**src/hw/tank_pkg.sv**
```systemverilog
package tank_pkg;

    //////////////////////////////////////////////////
    // Pixel and button types
    //////////////////////////////////////////////////

    typedef logic [9:0] coord_t;
    typedef logic [7:0] color_t;
    typedef logic [4:0] btns_t;

    typedef enum logic [1:0] {
        DIR_UP,
        DIR_DOWN,
        DIR_LEFT,
        DIR_RIGHT
    } dir_t;

    typedef enum logic {
        BULLET_IDLE,
        BULLET_FLYING
    } bullet_state_t;

    // One-hot codes where only an exact match counts
    localparam btns_t BTN_UP    = 5'b00001;
    localparam btns_t BTN_DOWN  = 5'b00010;
    localparam btns_t BTN_LEFT  = 5'b00100;
    localparam btns_t BTN_RIGHT = 5'b01000;
    localparam btns_t BTN_FIRE  = 5'b10000;

    //////////////////////////////////////////////////
    // Field geometry
    //////////////////////////////////////////////////

    localparam coord_t FIELD_W       = 10'd640;
    localparam coord_t FIELD_H       = 10'd480;
    localparam coord_t TANK_SIZE     = 10'd32;
    localparam coord_t BULLET_SIZE   = 10'd8;
    localparam coord_t BULLET_OFFSET = 10'd12;

    localparam int NUM_PLAYERS = 2;

    // Index 0 is player 1
    localparam coord_t [NUM_PLAYERS-1:0] START_X = {10'd530, 10'd70};
    localparam coord_t [NUM_PLAYERS-1:0] START_Y = {10'd400, 10'd50};

    // RGB332 palette
    localparam color_t [NUM_PLAYERS-1:0] TANK_COLOR = {8'h1C, 8'hE0};
    localparam color_t BULLET_COLOR = 8'hFC;
    localparam color_t BG_COLOR     = 8'h00;

endpackage

```
**src/hw/move_pacer.sv**
```systemverilog
`timescale 1ns/10ps

module move_pacer #(
    parameter int unsigned TANK_TICK_CYCLES   = 100000,
    parameter int unsigned BULLET_TICK_CYCLES = 25000
) (
    input  logic clk_25m,
    input  logic rst_n,
    output logic tank_step,
    output logic bullet_step
);

    localparam int unsigned MAX_TICKS = (TANK_TICK_CYCLES > BULLET_TICK_CYCLES) ?
                                        TANK_TICK_CYCLES : BULLET_TICK_CYCLES;
    localparam int CNT_W = $clog2(MAX_TICKS) + 1;

    logic [1:0] step;

    // Index 0 paces the tanks, index 1 the bullets
    for (genvar i = 0; i < 2; i++)
    begin : g_tick
        localparam int unsigned PERIOD = (i == 0) ? TANK_TICK_CYCLES : BULLET_TICK_CYCLES;

        logic [CNT_W-1:0] cnt;
        logic             pulse;

        always_ff @(posedge clk_25m or negedge rst_n)
        begin
            if (!rst_n)
            begin
                cnt   <= '0;
                pulse <= 1'b0;
            end
            else if (cnt == CNT_W'(PERIOD - 1))
            begin
                cnt   <= '0;
                pulse <= 1'b1;
            end
            else
            begin
                cnt   <= cnt + 1'b1;
                pulse <= 1'b0;
            end
        end

        assign step[i] = pulse;

        a_single_pulse: assert property (@(posedge clk_25m) disable iff (!rst_n)
            pulse |=> !pulse);
    end

    assign tank_step   = step[0];
    assign bullet_step = step[1];

endmodule

```
**src/hw/tank_unit.sv**
```systemverilog
`timescale 1ns/10ps

module tank_unit #(
    parameter tank_pkg::coord_t START_X = '0,
    parameter tank_pkg::coord_t START_Y = '0
) (
    input  logic             clk_25m,
    input  logic             rst_n,
    input  tank_pkg::btns_t  btns,
    input  logic             tank_step,
    input  logic             bullet_step,
    input  tank_pkg::coord_t pixel_x,
    input  tank_pkg::coord_t pixel_y,
    output logic             tank_hit,
    output logic             bullet_hit
);

    localparam tank_pkg::coord_t TANK_MAX_X   = tank_pkg::FIELD_W - tank_pkg::TANK_SIZE;
    localparam tank_pkg::coord_t TANK_MAX_Y   = tank_pkg::FIELD_H - tank_pkg::TANK_SIZE;
    localparam tank_pkg::coord_t BULLET_MAX_X = tank_pkg::FIELD_W - tank_pkg::BULLET_SIZE;
    localparam tank_pkg::coord_t BULLET_MAX_Y = tank_pkg::FIELD_H - tank_pkg::BULLET_SIZE;

    tank_pkg::dir_t          tank_dir;
    tank_pkg::dir_t          btn_dir;
    logic                    btn_move;
    logic                    tank_blocked;
    tank_pkg::coord_t        tank_x;
    tank_pkg::coord_t        tank_y;
    logic                    fire;
    tank_pkg::bullet_state_t bullet_state;
    tank_pkg::dir_t          bullet_dir;
    tank_pkg::coord_t        bullet_x;
    tank_pkg::coord_t        bullet_y;
    logic                    bullet_exit;

    //////////////////////////////////////////////////
    // Button decode
    //////////////////////////////////////////////////

    always_comb
    begin
        btn_move = 1'b1;
        btn_dir  = tank_dir;
        case (btns)
            tank_pkg::BTN_UP:    btn_dir = tank_pkg::DIR_UP;
            tank_pkg::BTN_DOWN:  btn_dir = tank_pkg::DIR_DOWN;
            tank_pkg::BTN_LEFT:  btn_dir = tank_pkg::DIR_LEFT;
            tank_pkg::BTN_RIGHT: btn_dir = tank_pkg::DIR_RIGHT;
            default:             btn_move = 1'b0;
        endcase
    end

    assign fire = (btns == tank_pkg::BTN_FIRE) && (bullet_state == tank_pkg::BULLET_IDLE);

    always_ff @(posedge clk_25m or negedge rst_n)
    begin
        if (!rst_n)
            tank_dir <= tank_pkg::DIR_UP;
        else if (btn_move)
            tank_dir <= btn_dir;
    end

    //////////////////////////////////////////////////
    // Tank movement clamped to the field
    //////////////////////////////////////////////////

    always_comb
    begin
        case (btn_dir)
            tank_pkg::DIR_UP:   tank_blocked = (tank_y == '0);
            tank_pkg::DIR_DOWN: tank_blocked = (tank_y >= TANK_MAX_Y);
            tank_pkg::DIR_LEFT: tank_blocked = (tank_x == '0);
            default:            tank_blocked = (tank_x >= TANK_MAX_X);
        endcase
    end

    always_ff @(posedge clk_25m or negedge rst_n)
    begin
        if (!rst_n)
        begin
            tank_x <= START_X;
            tank_y <= START_Y;
        end
        else if (tank_step && btn_move && !tank_blocked)
        begin
            case (btn_dir)
                tank_pkg::DIR_UP:   tank_y <= tank_y - 1'b1;
                tank_pkg::DIR_DOWN: tank_y <= tank_y + 1'b1;
                tank_pkg::DIR_LEFT: tank_x <= tank_x - 1'b1;
                default:            tank_x <= tank_x + 1'b1;
            endcase
        end
    end

    //////////////////////////////////////////////////
    // Bullet
    //////////////////////////////////////////////////

    // Next step would cross the field edge
    always_comb
    begin
        case (bullet_dir)
            tank_pkg::DIR_UP:   bullet_exit = (bullet_y == '0);
            tank_pkg::DIR_DOWN: bullet_exit = (bullet_y >= BULLET_MAX_Y);
            tank_pkg::DIR_LEFT: bullet_exit = (bullet_x == '0);
            default:            bullet_exit = (bullet_x >= BULLET_MAX_X);
        endcase
    end

    always_ff @(posedge clk_25m or negedge rst_n)
    begin
        if (!rst_n)
            bullet_state <= tank_pkg::BULLET_IDLE;
        else
        begin
            case (bullet_state)
                tank_pkg::BULLET_IDLE:
                    if (fire)
                        bullet_state <= tank_pkg::BULLET_FLYING;
                default:
                    if (bullet_step && bullet_exit)
                        bullet_state <= tank_pkg::BULLET_IDLE;
            endcase
        end
    end

    // Spawn centered on the tank, heading where the tank faces
    always_ff @(posedge clk_25m)
    begin
        if (fire)
        begin
            bullet_x   <= tank_x + tank_pkg::BULLET_OFFSET;
            bullet_y   <= tank_y + tank_pkg::BULLET_OFFSET;
            bullet_dir <= tank_dir;
        end
        else if (bullet_state == tank_pkg::BULLET_FLYING && bullet_step && !bullet_exit)
        begin
            case (bullet_dir)
                tank_pkg::DIR_UP:   bullet_y <= bullet_y - 1'b1;
                tank_pkg::DIR_DOWN: bullet_y <= bullet_y + 1'b1;
                tank_pkg::DIR_LEFT: bullet_x <= bullet_x - 1'b1;
                default:            bullet_x <= bullet_x + 1'b1;
            endcase
        end
    end

    // Overlap with the current pixel
    assign tank_hit = (pixel_x >= tank_x) && (pixel_x < tank_x + tank_pkg::TANK_SIZE) &&
                      (pixel_y >= tank_y) && (pixel_y < tank_y + tank_pkg::TANK_SIZE);

    assign bullet_hit = (bullet_state == tank_pkg::BULLET_FLYING) &&
                        (pixel_x >= bullet_x) && (pixel_x < bullet_x + tank_pkg::BULLET_SIZE) &&
                        (pixel_y >= bullet_y) && (pixel_y < bullet_y + tank_pkg::BULLET_SIZE);

    a_bullet_in_field: assert property (@(posedge clk_25m) disable iff (!rst_n)
        (bullet_state == tank_pkg::BULLET_FLYING) |->
            (bullet_x <= BULLET_MAX_X) && (bullet_y <= BULLET_MAX_Y));

    a_tank_clamped: assert property (@(posedge clk_25m) disable iff (!rst_n)
        (tank_x <= TANK_MAX_X) && (tank_y <= TANK_MAX_Y));

endmodule

```
**src/hw/sprite_mixer.sv**
```systemverilog
`timescale 1ns/10ps

module sprite_mixer (
    input  logic                            clk_25m,
    input  logic                            rst_n,
    input  logic [tank_pkg::NUM_PLAYERS-1:0] tank_hit,
    input  logic [tank_pkg::NUM_PLAYERS-1:0] bullet_hit,
    output tank_pkg::color_t                screen_data
);

    tank_pkg::color_t pixel_color;
    logic             palette_ok;

    // Bullets on top, then lowest player index, then background
    always_comb
    begin
        pixel_color = tank_pkg::BG_COLOR;
        for (int i = tank_pkg::NUM_PLAYERS - 1; i >= 0; i--)
        begin
            if (tank_hit[i])
                pixel_color = tank_pkg::TANK_COLOR[i];
        end
        if (|bullet_hit)
            pixel_color = tank_pkg::BULLET_COLOR;
    end

    always_ff @(posedge clk_25m or negedge rst_n)
    begin
        if (!rst_n)
            screen_data <= tank_pkg::BG_COLOR;
        else
            screen_data <= pixel_color;
    end

    always_comb
    begin
        palette_ok = (screen_data == tank_pkg::BG_COLOR) ||
                     (screen_data == tank_pkg::BULLET_COLOR);
        for (int p = 0; p < tank_pkg::NUM_PLAYERS; p++)
        begin
            if (screen_data == tank_pkg::TANK_COLOR[p])
                palette_ok = 1'b1;
        end
    end

    a_palette_only: assert property (@(posedge clk_25m) disable iff (!rst_n)
        palette_ok);

endmodule

```
**src/hw/game_scene.sv**
```systemverilog
`timescale 1ns/10ps

module game_scene #(
    parameter int unsigned TANK_TICK_CYCLES   = 100000,
    parameter int unsigned BULLET_TICK_CYCLES = 25000
) (
    input  logic             clk_25m,
    input  logic             rst_n,
    input  tank_pkg::coord_t pixel_x,
    input  tank_pkg::coord_t pixel_y,
    input  tank_pkg::btns_t  player1_btns,
    input  tank_pkg::btns_t  player2_btns,
    output tank_pkg::color_t screen_data
);

    logic                             tank_step;
    logic                             bullet_step;
    tank_pkg::btns_t                  player_btns [tank_pkg::NUM_PLAYERS];
    logic [tank_pkg::NUM_PLAYERS-1:0] tank_hit;
    logic [tank_pkg::NUM_PLAYERS-1:0] bullet_hit;

    assign player_btns[0] = player1_btns;
    assign player_btns[1] = player2_btns;

    move_pacer #(
        .TANK_TICK_CYCLES   (TANK_TICK_CYCLES),
        .BULLET_TICK_CYCLES (BULLET_TICK_CYCLES)
    ) i_pacer (
        .clk_25m     (clk_25m),
        .rst_n       (rst_n),
        .tank_step   (tank_step),
        .bullet_step (bullet_step)
    );

    //////////////////////////////////////////////////
    // One tank unit per player
    //////////////////////////////////////////////////

    for (genvar i = 0; i < tank_pkg::NUM_PLAYERS; i++)
    begin : g_player
        tank_unit #(
            .START_X (tank_pkg::START_X[i]),
            .START_Y (tank_pkg::START_Y[i])
        ) i_tank (
            .clk_25m     (clk_25m),
            .rst_n       (rst_n),
            .btns        (player_btns[i]),
            .tank_step   (tank_step),
            .bullet_step (bullet_step),
            .pixel_x     (pixel_x),
            .pixel_y     (pixel_y),
            .tank_hit    (tank_hit[i]),
            .bullet_hit  (bullet_hit[i])
        );
    end

    sprite_mixer i_mixer (
        .clk_25m     (clk_25m),
        .rst_n       (rst_n),
        .tank_hit    (tank_hit),
        .bullet_hit  (bullet_hit),
        .screen_data (screen_data)
    );

endmodule

```
**config.mk**
```make
export PLATFORM = sky130hd
export DESIGN_NAME = game_scene
export DESIGN_NICKNAME = d
export VERILOG_FILES = /design/src/hw/tank_pkg.sv /design/src/hw/move_pacer.sv /design/src/hw/tank_unit.sv /design/src/hw/sprite_mixer.sv /design/src/hw/game_scene.sv
export SDC_FILE = /design/constraint.sdc
export NUM_CORES = 1
export LEC_CHECK = 0
export ABC_AREA = 1
export BUFFER_PORTS_ARGS = -buffer_cell sky130_fd_sc_hd__buf_2
export CORE_MARGIN = 4
export CORE_UTILIZATION = 60
export DETAILED_ROUTE_END_ITERATION = 6
export PLACE_DENSITY = 0.77
export SLEW_MARGIN = 20
export SYNTH_ARGS = -nofsm -noshare
export SYNTH_HDL_FRONTEND = slang
export SYNTH_HIERARCHICAL = 1
export SYNTH_SLANG_ARGS = --single-unit
```
**constraint.sdc**
```tcl
create_clock -name clk_25m -period 6.9 [get_ports clk_25m]
set_input_delay 1.035 -clock clk_25m [delete_from_list [all_inputs] [get_ports clk_25m]]
set_output_delay 1.035 -clock clk_25m [all_outputs]
set_load 0.1 [all_outputs]
```
Yosys cells after proc, flatten, opt, wreduce, memory -nomap -nowiden
Index checks and enable logic that the tools add are counted.
{ "word_totals": {"inputBits": 32, "wordCells": 199, "out_inout_bits": 8, "ff_bits": 136} }
{ "op_classes": {"n_mux": 37, "n_lt_le_gt_ge": 24, "n_reduce_logical": 63, "add_sub_neg": 30, "n_eq_ne": 22, "bitwise": 4} }
{ "ops": {"columns": ["op", "count"], "rows": [
  ["$pmux 10 s2", 8],
  ["$add 10x1->10 const B", 8],
  ["$add 10x4->10 const B", 8],
  ["$ge 10x10->1", 8],
  ["$logic_not 10->1", 8],
  ["$lt 10x10->1", 8],
  ["$mux 10", 8],
  ["$sub 10x1->10 const B", 8],
  ["$add 10x6->10 const B", 4],
  ["$ge 10x10->1 const B", 4],
  ["$ge 10x9->1 const B", 4],
  ["$add 18x1->18 const B", 2],
  ["$mux 18", 2],
  ["$logic_and 1x1->1", 26],
  ["$eq 18x15->1 const B", 1],
  ["$eq 18x17->1 const B", 1],
  ["$mux 8", 2],
  ["$pmux 2 s4", 2],
  ["$reduce_and 2->1", 8],
  ["$pmux 1 s3", 4],
  ["$eq 5x1->1 const B", 2],
  ["$eq 5x2->1 const B", 2],
  ["$eq 5x3->1 const B", 2],
  ["$eq 5x4->1 const B", 2],
  ["other kinds (13)", 48]
]} }

Logic depth before layout (Yosys ltp)
Gate-level depths: netlist of run 1.
{ "logic_depth": {"depth_word": 8, "ltp_mapped": 18, "depth_no_buf": 18} }

By module
Netlist of run 1, hierarchy kept.
{ "modules_own_cells": {"columns": ["module", "n_inst", "cells_each", "area_per_inst_um2", "seq_area_each_um2"], "rows": [
  ["tank_unit (g_player[0].i_tank)", 1, 818, 5953.2, 1243.7],
  ["tank_unit (g_player[1].i_tank)", 1, 820, 5911.9, 1243.7],
  ["move_pacer", 1, 284, 2099.5, 950.9],
  ["sprite_mixer", 1, 14, 120.1, 50.0]
]} }

Least setup slack after synthesis of run 1
OpenSTA, ideal clock, no wires.
{ "synth_timing": {"path_kind": "input to register", "from": "in player2_btns[1]", "to": "reg g_player[1].i_tank.tank_y[6]", "arrival_time_ns": 2.908, "setup_time_ns": 0.120, "path_stages": 17, "n_path_buf": 0, "path_slack_ns": 3.872, "required_ns": 6.780, "cell_sequence": "nor2_2 > nor2_1 > nand2_2 > nand2_1 > nand2_4 > inv_2 > nand2_2 > inv_1 > fa_1 > nand3b_1 > nand2_1 > nand2_1 > nand2_1 > a21oi_1 > and2_1 > o21ai_1 > nand2_1"} }
{ "synth_via": {"elab_chain_len": 7, "elab_cells_between_ends": 17, "classes_between": "eq/ne: 6; mux: 4; reduce/logical: 7"} }
{ "synth_lines": {"columns": ["element", "line", "rtl"], "rows": [
  ["from (decl)", "game_scene.sv:12", "input tank_pkg::btns_t player2_btns,"],
  ["$eq 5x4->1, or another cell as far along", "tank_unit.sv:44", "case (btns)"],
  ["$pmux 2 s4", "tank_unit.sv:44", null],
  ["$eq 2x2->1, or another cell as far along", "tank_unit.sv:69", "case (btn_dir)"],
  ["$pmux 1 s3", "tank_unit.sv:69", null],
  ["$logic_not 1->1", "tank_unit.sv:84", "else if (tank_step && btn_move && !tank_blocked)"],
  ["$logic_and 1x1->1", "tank_unit.sv:84", null],
  ["$reduce_and 2->1 (no line)", null, null],
  ["to (signal assigned)", "tank_unit.sv:87", "tank_pkg::DIR_UP: tank_y <= tank_y - 1'b1;"],
  ["to (signal assigned)", "tank_unit.sv:88", "tank_pkg::DIR_DOWN: tank_y <= tank_y + 1'b1;"],
  ["to (decl)", "tank_unit.sv:28", "tank_pkg::coord_t tank_y;"]
]} }
Several ways; a longest one is shown, not always the timed one.
A chain may end at the register's enable or synchronous reset.

Worst setup path in the final report of run 1
{ "layout_timing": {"from": "in player2_btns[2]", "to": "reg g_player[1].i_tank.tank_x[9]"} }
{ "layout_via": {"elab_chain_len": 7, "elab_cells_between_ends": 18, "classes_between": "eq/ne: 6; mux: 4; bitwise: 1; reduce/logical: 7"} }
{ "layout_lines": {"columns": ["element", "line", "rtl"], "rows": [
  ["$eq 5x4->1, or another cell as far along", "tank_unit.sv:44", null],
  ["$pmux 2 s4", "tank_unit.sv:44", null],
  ["$eq 2x2->1, or another cell as far along", "tank_unit.sv:69, tank_unit.sv:86", null],
  ["$pmux 1 s3", "tank_unit.sv:69", null],
  ["$logic_not 1->1", "tank_unit.sv:84", null],
  ["$logic_and 1x1->1", "tank_unit.sv:84", null],
  ["$reduce_and 2->1 (no line)", null, null],
  ["to (signal assigned)", "tank_unit.sv:89", "tank_pkg::DIR_LEFT: tank_x <= tank_x - 1'b1;"],
  ["to (signal assigned)", "tank_unit.sv:90", "default: tank_x <= tank_x + 1'b1;"],
  ["to (decl)", "tank_unit.sv:27", "tank_pkg::coord_t tank_x;"]
]} }
Several ways; a longest one is shown, not always the timed one.

==> impl_metrics.csv, run 1 <==
group,metric,value,unit
global_route,overflow,0,
synthesis,async_reset_ff_share,66.2,%
critical_path,crit_chain,"buf_2 -> inv_1 -> nand2_1 -> nand2_2 -> nand2_4 -> nand3_1 -> nand3_1 -> inv_1 -> ha_1 -> inv_1 -> nor3_1 -> o21ai_0 -> nand3_1 -> inv_1 -> nand3_1 -> nand3_1 -> nand2_1",
synthesis,ys_types,48,
cts,cts.path.max_buffers,2,
synthesis,synth_edf_count,44,
global_route,grt_usage,27.0,%
critical_path,crit_type,"input port to flop",
hold_path,min_to,"g_player[1].i_tank/bullet_dir[1]",
hold_path,hp-start,"g_player[1].i_tank/tank_dir[1]",
critical_path,crit_slowest_cell,"ha_1",
placement,port_buffers,37,
timing,worstMarginPinSlew,649,ps
synthesis,synth.avg_cell_area,7.28,um^2
timing,setup_tns,0,ps
global_route,antenna_found_initial,1,
final_layout,multi_input_area,0.00946,mm^2
timing,layout_min_cycle_time,3070,ps
final_layout,nets,2225,
final_layout,nFillCells,2052,
synthesis,ys.flop_type,"dfrtp_1",
timing,finalSetupViolations,0,
floorplan,io_pins,40,
synthesis,ys_warn_count,6,
critical_path,r2r_end,"g_player[0].i_tank/bullet_y[7]",
critical_path,crit_path_start_kind,"input port",
cts,cts_sinks,130,
cts,post_cts_buffers,0,
timing,hold-worst-slack,453,ps
floorplan,die_y,161,um
synthesis,synth_top_family_by_area,"simple AND/OR/NAND/NOR gates",
cts,cts_max_level,4,
cts,cts-buffers-inserted,17,
final_layout,diodes,0,
synthesis,ys_seq_area_share,24.8,%
power_and_ir_drop,irDropWorstVdd,0.171,mV
cts,hold_buffers,0,
timing,slew_headroom,56.7,%
cts,ctsRootBufferMaster,"clkbuf_16",
global_route,grt_pass1_wl,58700,um
synthesis,ys_seq_elements,130,
power_and_ir_drop,power_density,142,mW/mm^2
critical_path,path_max_fanout,9,
routing,vias,13000,
global_route,grt_pass1_vias,12658,
synthesis,synthCells,1936,
timing,finalHoldViolations,0,
floorplan,core,0.0228,mm^2
floorplan,die_area,0.0260,mm^2
critical_path,r2r_cells,10,
final_layout,post-route-util,66.3,%
timing,fmax,0.326,GHz
synthesis,synthXorXnorAreaFrac,5.41,%
timing,skew,14.0,ps
timing,fin_crit_sh,44.5,%
timing,fin_ws,3830,ps
cts,cts_tree,"built",
floorplan,start_util,61.6,%
cts,cts.clk_slew.worst_paths,60,ps
synthesis,synth_compound_area_share,12.6,%
placement,gp_congestion,0.889,
timing,rsz0062_at_grt,"false",
floorplan,fp-row-count,55,
power_and_ir_drop,power.leakage,0.00750,uW
timing,finalMaxSlewViolations,0,
routing,drt_iter0_markers,984,
status,outcome,"completed",
final_layout,area_growth,7.52,%
synthesis,synthMuxAreaShare,0,%
routing,firstDrtPassIters,6,
critical_path,r2r_slack,4150,ps
synthesis,synth_simple_gate_area_share,29.3,%
routing,viasPerCell,5.65,
synthesis,syn_area,0.0141,mm^2
critical_path,crit_path_frequent_cell,"nand3_1",
hold_path,hp-class,"flop to flop",
routing,final_antenna_net_count,0,
critical_path,critPathCaptureType,"flop",
global_route,grt_max_degree,50,
placement,place_hpwl,27100,um
critical_path,critical_path_arrival,3430,ps
floorplan,chipWidth,161,um
critical_path,r2r_start,"g_player[0].i_tank/bullet_dir[1]",
final_layout,drive_gt1_share,9.36,%
flow_run,drv_cap,0,
cts,insertion_delay,420,ps
routing,drc,0,
routing,wirelength,34600,um
synthesis,synthAdderAreaFrac,19.8,%
placement,pre_cts_ws,3450,ps
critical_path,cp_slowest_stage_delay,440,ps
cts,cts_resized,0,
hold_path,worstHoldPathCells,0,
final_layout,regArea,0.00349,mm^2
routing,wl_per_cell,15.0,um
critical_path,cp.required,7260,ps
metal layers:
layer,GRT usage [%],vias up,part of all wire [%]
li1,-,6563,-
met1,36.0,6005,45
met2,46.2,373,47
met3,3.52,57,5.3
met4,7.48,2,2.0
met5,0,-,0.038
power breakdown:
part           switching [uW]  leakage [uW]  internal, uW
Clock                     357      0.000288           569
Sequential               4.43       0.00150           802
Combinational             278       0.00571           135
Total                     639       0.00750          1510
logic make-up (layout without fill, tap and decap cells):
group,Yosys count,in the layout
AO/OA/AOI/OAI,303,303
adder cells (fa/ha/maj),218,218
buffers and inverters,286,337
other,1,2
flip-flops,130,130
XOR/XNOR,87,87
AND/OR/NAND/NOR,911,911
layout by cell type, fill, tap and decap left out, types with 11 or more instances in the layout:
cell,n
nor3_1,28
o21a_1,13
inv_1,254
nand2_2,23
edfxtp_1,44
o21ai_0,86
nand2_1,427
xnor2_1,24
xor2_1,63
nor2_2,12
nor2_4,13
nor2_1,182
ha_1,210
a21oi_1,119
dfstp_2,12
dfrtp_1,74
buf_2,36
o21ai_2,20
nand3_1,146
o21bai_1,12
nand4_1,36
clkbuf_16,17
nor4_1,11
cells in the mapped netlist, types with 24 or more instances:
master | instances | area share [%]
a21oi_1 | 119 | 4.2
dfrtp_1 | 74 | 13
edfxtp_1 | 44 | 9.4
ha_1 | 210 | 19
inv_1 | 254 | 6.8
nand2_1 | 427 | 11
nand3_1 | 146 | 5.2
nand4_1 | 36 | 1.6
nor2_1 | 182 | 4.9
nor3_1 | 28 | 0.99
o21ai_0 | 86 | 3.1
xnor2_1 | 24 | 1.5
xor2_1 | 63 | 3.9
state kept, by name, summed over array words and instances (netlist names):
| name | count |
|---|---|
| g_player.i_tank/bullet_dir | 4 |
| g_player.i_tank/bullet_x | 20 |
| g_player.i_tank/tank_x | 20 |
| g_player.i_tank/tank_dir | 4 |
| i_pacer/g_tick.cnt | 36 |
| g_player.i_tank/bullet_y | 20 |
| g_player.i_tank/tank_y | 20 |
| i_pacer/tank_step | 1 |
| g_player.i_tank/bullet_state | 2 |
| i_mixer/screen_data | 2 |
| i_pacer/bullet_step | 1 |
worst max path at each step:
stage               startpoint                      endpoint  slack, ps  cells past startpoint
5_1_grt        player2_btns[2]  g_player[1].i_tank/tank_y[7]       3620                     17
4_1_cts        player2_btns[2]  g_player[1].i_tank/tank_y[7]       3880                     17
3_5_place_dp   player2_btns[2]  g_player[1].i_tank/tank_y[7]       3450                     17
3_3_place_gp   player2_btns[1]  g_player[1].i_tank/tank_y[6]       3550                     18
6_report       player2_btns[2]  g_player[1].i_tank/tank_x[9]       3830                     17
2_1_floorplan  player2_btns[1]  g_player[1].i_tank/tank_y[6]       3870                     17
cell type report:
type	instances	area share [%]
clock buffers	19	2.86
flip-flops and latches	130	23.0
clock inverters	13	1.07
repair buffers	40	1.39
well taps	313	2.59
multi-input cells	1521	62.4
inverters	265	6.62
per-stage QoR:
step	power, uW	instances	cell area, um^2
3_3_place_gp	1220	2269	14500
6_report	2150	2301	15100
3_5_place_dp	1230	2269	14500
5_1_grt	2250	2301	15100
2_1_floorplan	1130	1937	14100
4_1_cts	2160	2301	15100
critical path: cells and delay by family:
family          cells  cell delay [ps]
fa+ha+maj           1              440
simple gates       10             1330
compound gates      1              160
buf+inv             5              470
(Power assumes the default switching activity.)
==> run 2, diff against run 1 <==
ABC_AREA = 0   (was 1)
clock period = 3.06 ns   (was 6.9 ns; I/O delays follow)
==> run 2 against run 1 <==
The flow now finishes with violations (DRC); clock skew down 2.6 ps; register-to-register slack worse by 4000 ps; synthesized cell count down 26%.
==> impl_metrics.csv, run 2 <==
group,metric,value,unit
status,outcome,"finished with violations",
status,violations,"DRC",
final_layout,post-route-util,67.6,%
routing,drt_iter0_markers,774,
routing,final_antenna_net_count,0,
power_and_ir_drop,power_density,339,mW/mm^2
final_layout,final_common_cell,"ha_1",
cts,ctsRootBufferMaster,"clkbuf_16",
placement,place_area,0.0137,mm^2
placement,place_hpwl,23400,um
floorplan,core,0.0211,mm^2
hold_path,hp-class,"input port to asynchronous set/reset pin",
floorplan,chipWidth,154,um
global_route,grt_max_degree,87,
final_layout,drive_gt1_share,12.1,%
floorplan,die_area,0.0239,mm^2
critical_path,r2r_slack,170,ps
synthesis,ys_seq_elements,130,
synthesis,ys_warn_count,6,
placement,pre_cts_ws,-68.7,ps
power_and_ir_drop,power.leakage,0.00651,uW
cts,cts.clk_slew.worst_paths,70,ps
timing,finalMaxSlewViolations,0,
timing,setup_tns,0,ps
timing,skew,11.3,ps
cts,cts_max_level,4,
timing,fmax,0.346,GHz
global_route,grt_usage,25.9,%
synthesis,synthCells,1431,
floorplan,fp-row-count,53,
final_layout,stdcell_area,0.0143,mm^2
timing,fin_crit_sh,94.3,%
cts,cts_tree,"built",
cts,insertion_delay,430,ps
critical_path,r2r_start,"g_player[0].i_tank/bullet_dir[1]",
final_layout,top_register,"i_pacer/g_tick.cnt",
final_layout,diodes,0,
synthesis,ys.flop_type,"dfrtp_1",
timing,worstMarginPinSlew,612,ps
timing,finalSetupViolations,0,
final_layout,nets,1770,
global_route,overflow,0,
floorplan,start_util,61.0,%
critical_path,r2r_cells,10,
synthesis,syn_area,0.0129,mm^2
critical_path,critPathCaptureType,"flop",
cts,post_cts_buffers,0,
routing,vias,10909,
placement,port_buffers,37,
cts,cts.path.max_buffers,2,
floorplan,die_y,154,um
global_route,antenna_found_initial,0,
synthesis,synth.avg_cell_area,8.99,um^2
synthesis,yosysTopAreaCellShare,20.4,%
synthesis,ys_types,83,
synthesis,ys_seq_area_share,27.1,%
critical_path,path_max_fanout,5,
floorplan,io_pins,40,
cts,cts-buffers-inserted,17,
synthesis,async_reset_ff_share,66.2,%
synthesis,synthTopCellsByArea,"ha_1, dfrtp_1, edfxtp_1, xnor2_1, a21oi_1",
critical_path,critical_path_arrival,3040,ps
critical_path,crit_path_start_kind,"flop",
timing,fin_ws,174,ps
synthesis,synth_edf_count,44,
routing,wirelength,30500,um
routing,viasPerCell,6.03,
synthesis,yosysTopAreaCell,"ha_1",
routing,firstDrtPassIters,7,
final_layout,layout_common_cells,"ha_1, inv_1, xnor2_1",
synthesis,synth_most_common_cell,"ha_1",
routing,wl_per_cell,16.9,um
timing,layout_min_cycle_time,2890,ps
placement,gp_congestion,0.902,
critical_path,r2r_end,"g_player[0].i_tank/bullet_x[7]",
global_route,grt_pass1_wl,51200,um
critical_path,startpoint,"g_player[0].i_tank/bullet_dir[1]",
timing,slew_headroom,59.1,%
critical_path,crit_type,"flop to flop",
timing,rsz0062_at_grt,"false",
power_and_ir_drop,irDropWorstVdd,0.369,mV
final_layout,largest_reg_flops,36,
timing,finalHoldViolations,0,
routing,drc,3,
cts,cts_sinks,130,
global_route,grt_pass1_vias,10691,
final_layout,area_growth,10.8,%
critical_path,cp.required,3220,ps
synthesis,synth_commonest_cells,"ha_1, inv_1, xnor2_1",
flow_run,drv_cap,0,
critical_path,critPathCapture,"g_player[0].i_tank/bullet_x[7]",
## run 2: worst min-delay path by stage
stage | cells after the start | slack [ps] | start | endpoint
final | 2 | 60 | rst_n | g_player[0].i_tank/tank_y[3]
after global routing | 2 | 100 | rst_n | g_player[0].i_tank/tank_y[3]
after CTS | 2 | 80 | rst_n | g_player[0].i_tank/tank_y[3]
after detailed placement | 1 | 460 | i_pacer/g_tick[1].cnt[0] | i_pacer/g_tick[1].cnt[0]
after global placement | 1 | 450 | i_pacer/g_tick[1].cnt[0] | i_pacer/g_tick[1].cnt[0]
after floorplan | 0 | 160 | rst_n | g_player[0].i_tank/bullet_state
## run 2: routing by layer
| layer | vias up | GRT usage [%] | routed length (um) |
|---|---|---|---|
| li1 | 5367 | - | - |
| met1 | 5223 | 35.5 | 14100 |
| met2 | 274 | 43.6 | 14600 |
| met3 | 45 | 3.81 | 1450 |
| met4 | 0 | 6.35 | 452 |
| met5 | - | 0 | 0 |
## run 2: cell type report
class	count	area (um^2)
clock inverters	12	120
flip-flops and latches	130	3490
clock buffers	20	468
multi-input cells	1153	8740
repair buffers	94	628
fillers	1691	6830
inverters	124	465
well taps	275	344
## run 2: worst max-delay path, stage by stage, from the launching register on
cell      delay, ps
edfxtp_1        430
inv_1           110
nor2_2          270
ha_1            310
a211oi_1        360
nor2_1          110
or3_1           340
a21o_1          200
a21oi_1         210
xor2_1          200
a21oi_1          90
## run 2: kinds of logic (layout without fill, tap and decap cells)
group                    count (synthesis)  count (layout)  share of synthesized area, %
AND/OR/NAND/NOR                        417             417                          17.0
AO/OA/AOI/OAI                          351             351                          17.5
adder cells (fa/ha/maj)                218             218                          21.7
XOR/XNOR                               157             157                          10.9
buffers and inverters                  149             250                          5.04
flip-flops                             130             130                          27.1
multiplexers                             8               8                         0.758
other                                    1               2                        0.0291
## run 2: power by group
group          internal [uW]  switching (uW)
clock network           1200             830
logic                    420             557
registers               1810            12.7
## run 2: what timing repair did
action                                 in CTS  in global routing
gates resized for setup                     0                  2
endpoints found under the hold margin       0                  0
setup endpoints to repair                   0                  3
hold buffers                                0                  0
## run 2: metrics by stage
| step | std cells | hold slack, ps | total power, uW |
|---|---|---|---|
| 2_1_floorplan | 1432 | 163 | 2520 |
| 6_report | 1808 | 61.3 | 4830 |
| 4_1_cts | 1808 | 77.2 | 4860 |
| 3_5_place_dp | 1776 | 462 | 2820 |
| 5_1_grt | 1808 | 100 | 5060 |
| 3_3_place_gp | 1776 | 453 | 2790 |
==> run 3, diff against run 2 <==
MAX_ROUTING_LAYER = met4   (was default)
SLEW_MARGIN = 25   (was 20)
==> run 3 against run 2 <==
The flow now finishes without violations; global-route usage rose by 0.15 points; first-iteration DRC count fell by 8.5%; highest routed layer unchanged; combinational power barely moved; sequential power barely moved; clock-buffer cell count rose by 1; via count fell by 1.6%; final area fell by 0.22%; setup slack improved by 27 ps; critical path type unchanged; maximum frequency rose by 0.94%.
==> impl_metrics.csv, run 3 (synthesis gave the netlist of run 2 again) <==
group,metric,value,unit
floorplan,chipWidth,154,um
routing,vias,10733,
floorplan,core,0.0211,mm^2
cts,cts_tree,"built",
final_layout,stdcell_area,0.0142,mm^2
final_layout,diodes,0,
global_route,overflow,0,
final_layout,drive_gt1_share,11.9,%
timing,setup_tns,0,ps
critical_path,cp.required,3230,ps
global_route,grt_usage,26.1,%
cts,cts_sinks,130,
floorplan,fp-row-count,53,
status,outcome,"completed",
final_layout,post-route-util,67.4,%
flow_run,drv_cap,0,
routing,wl_per_cell,16.6,um
timing,fmax,0.350,GHz
cts,cts_max_level,4,
timing,fin_crit_sh,93.4,%
floorplan,io_pins,40,
critical_path,critPathCaptureType,"flop",
power_and_ir_drop,power_density,333,mW/mm^2
power_and_ir_drop,power.leakage,0.00650,uW
floorplan,die_y,154,um
placement,gp_congestion,0.908,
routing,drc,0,
global_route,grt_pass1_vias,10468,
timing,slew_headroom,58.9,%
placement,place_hpwl,23100,um
global_route,grt_max_degree,53,
timing,rsz0062_at_grt,"false",
cts,post_cts_buffers,0,
timing,finalHoldViolations,0,
floorplan,start_util,61.0,%
routing,wirelength,30100,um
placement,place_area,0.0137,mm^2
final_layout,final_common_cell,"ha_1",
critical_path,crit_type,"flop to flop",
critical_path,critical_path_arrival,3030,ps
routing,firstDrtPassIters,5,
placement,port_buffers,37,
routing,drt_iter0_markers,708,
placement,pre_cts_ws,-88.0,ps
timing,fin_ws,200,ps
final_layout,top_register,"i_pacer/g_tick.cnt",
global_route,antenna_found_initial,0,
hold_path,worstHoldPathCells,1,
critical_path,path_max_fanout,11,
final_layout,nets,1770,
timing,skew,7.42,ps
final_layout,area_growth,10.5,%
cts,cts-buffers-inserted,17,
cts,cts.clk_slew.worst_paths,60,ps
timing,layout_min_cycle_time,2860,ps
final_layout,layout_common_cells,"ha_1, inv_1, xnor2_1",
critical_path,crit_path_start_kind,"flop",
timing,finalMaxSlewViolations,0,
cts,cts.path.max_buffers,2,
floorplan,die_area,0.0239,mm^2
cts,insertion_delay,430,ps
timing,finalSetupViolations,0,
power_and_ir_drop,irDropWorstVdd,0.380,mV
cts,ctsRootBufferMaster,"clkbuf_16",
hold_path,hp-class,"flop to flop",
global_route,grt_pass1_wl,50100,um
final_layout,largest_reg_flops,36,
routing,final_antenna_net_count,0,
routing,viasPerCell,5.94,
critical_path,r2r_cells,10,
timing,worstMarginPinSlew,610,ps
-- run 3: path summary, 6_finish.rpt --
path | from | to | slack [ps]
setup reg to reg | g_player[1].i_tank/bullet_dir[1] | g_player[1].i_tank/bullet_y[9] | 200
hold / removal | i_pacer/g_tick[1].cnt[0] | i_pacer/g_tick[1].cnt[0] | 460
min in group asynchronous | rst_n | i_pacer/g_tick[1].cnt[15] | 530
max in group asynchronous | rst_n | g_player[1].i_tank/tank_x[4] | 1820
setup / recovery | g_player[1].i_tank/bullet_dir[1] | g_player[1].i_tank/bullet_y[9] | 200
hold reg to reg | i_pacer/g_tick[1].cnt[0] | i_pacer/g_tick[1].cnt[0] | 460
-- run 3: timing repair --
action / CTS / global route
gates resized for setup: 0 / 1
hold buffers: 1 / 0
endpoints found under the setup margin: 0 / 1
endpoints found under the hold margin: 8 / 0
-- run 3: through the flow --
stage / hold slack (ps) / total power [uW] / cells
global route: 494 / 4960 / 1808
CTS: 465 / 4770 / 1808
global placement: 445 / 2790 / 1775
finish: 465 / 4740 / 1808
floorplan: 163 / 2520 / 1432
detailed placement: 455 / 2820 / 1775
-- run 3: worst max-delay path, stage by stage, from the launching register on --
cell and delay, ps:
edfxtp_1 440, inv_1 120, nand2_1 300, ha_1 410, a21o_1 110, a21oi_1 120, nor4_1 340, nor2_1 110
a21boi_0 290, nor4b_1 90, a211o_1 290
-- run 3: routing by layer --
metal  vias to the layer above  wire (um)  global-route usage (%)
li1                       5365          -                       -
met1                      5038      14100                    35.1
met2                       283      14100                    41.5
met3                        47       1480                    3.50
met4                         0        491                    7.70
met5                         -          0                       -
-- run 3: area by class of cell --
type | instances | area [um^2]
clock inverters | 11 | 75.1
flip-flops and latches | 130 | 3490
multi-input cells | 1153 | 8740
repair buffers | 94 | 631
clock buffers | 21 | 482
inverters | 124 | 465
well taps | 275 | 344
fillers | 1655 | 6860
-- run 3: power breakdown --
| part | internal [uW] | switching [uW] | leakage (uW) | total, uW |
|---|---|---|---|---|
| combinational | 419 | 556 | 0.00479 | 975 |
| clock | 1130 | 816 | 0.000276 | 1940 |
| sequential | 1810 | 13.1 | 0.00144 | 1820 |
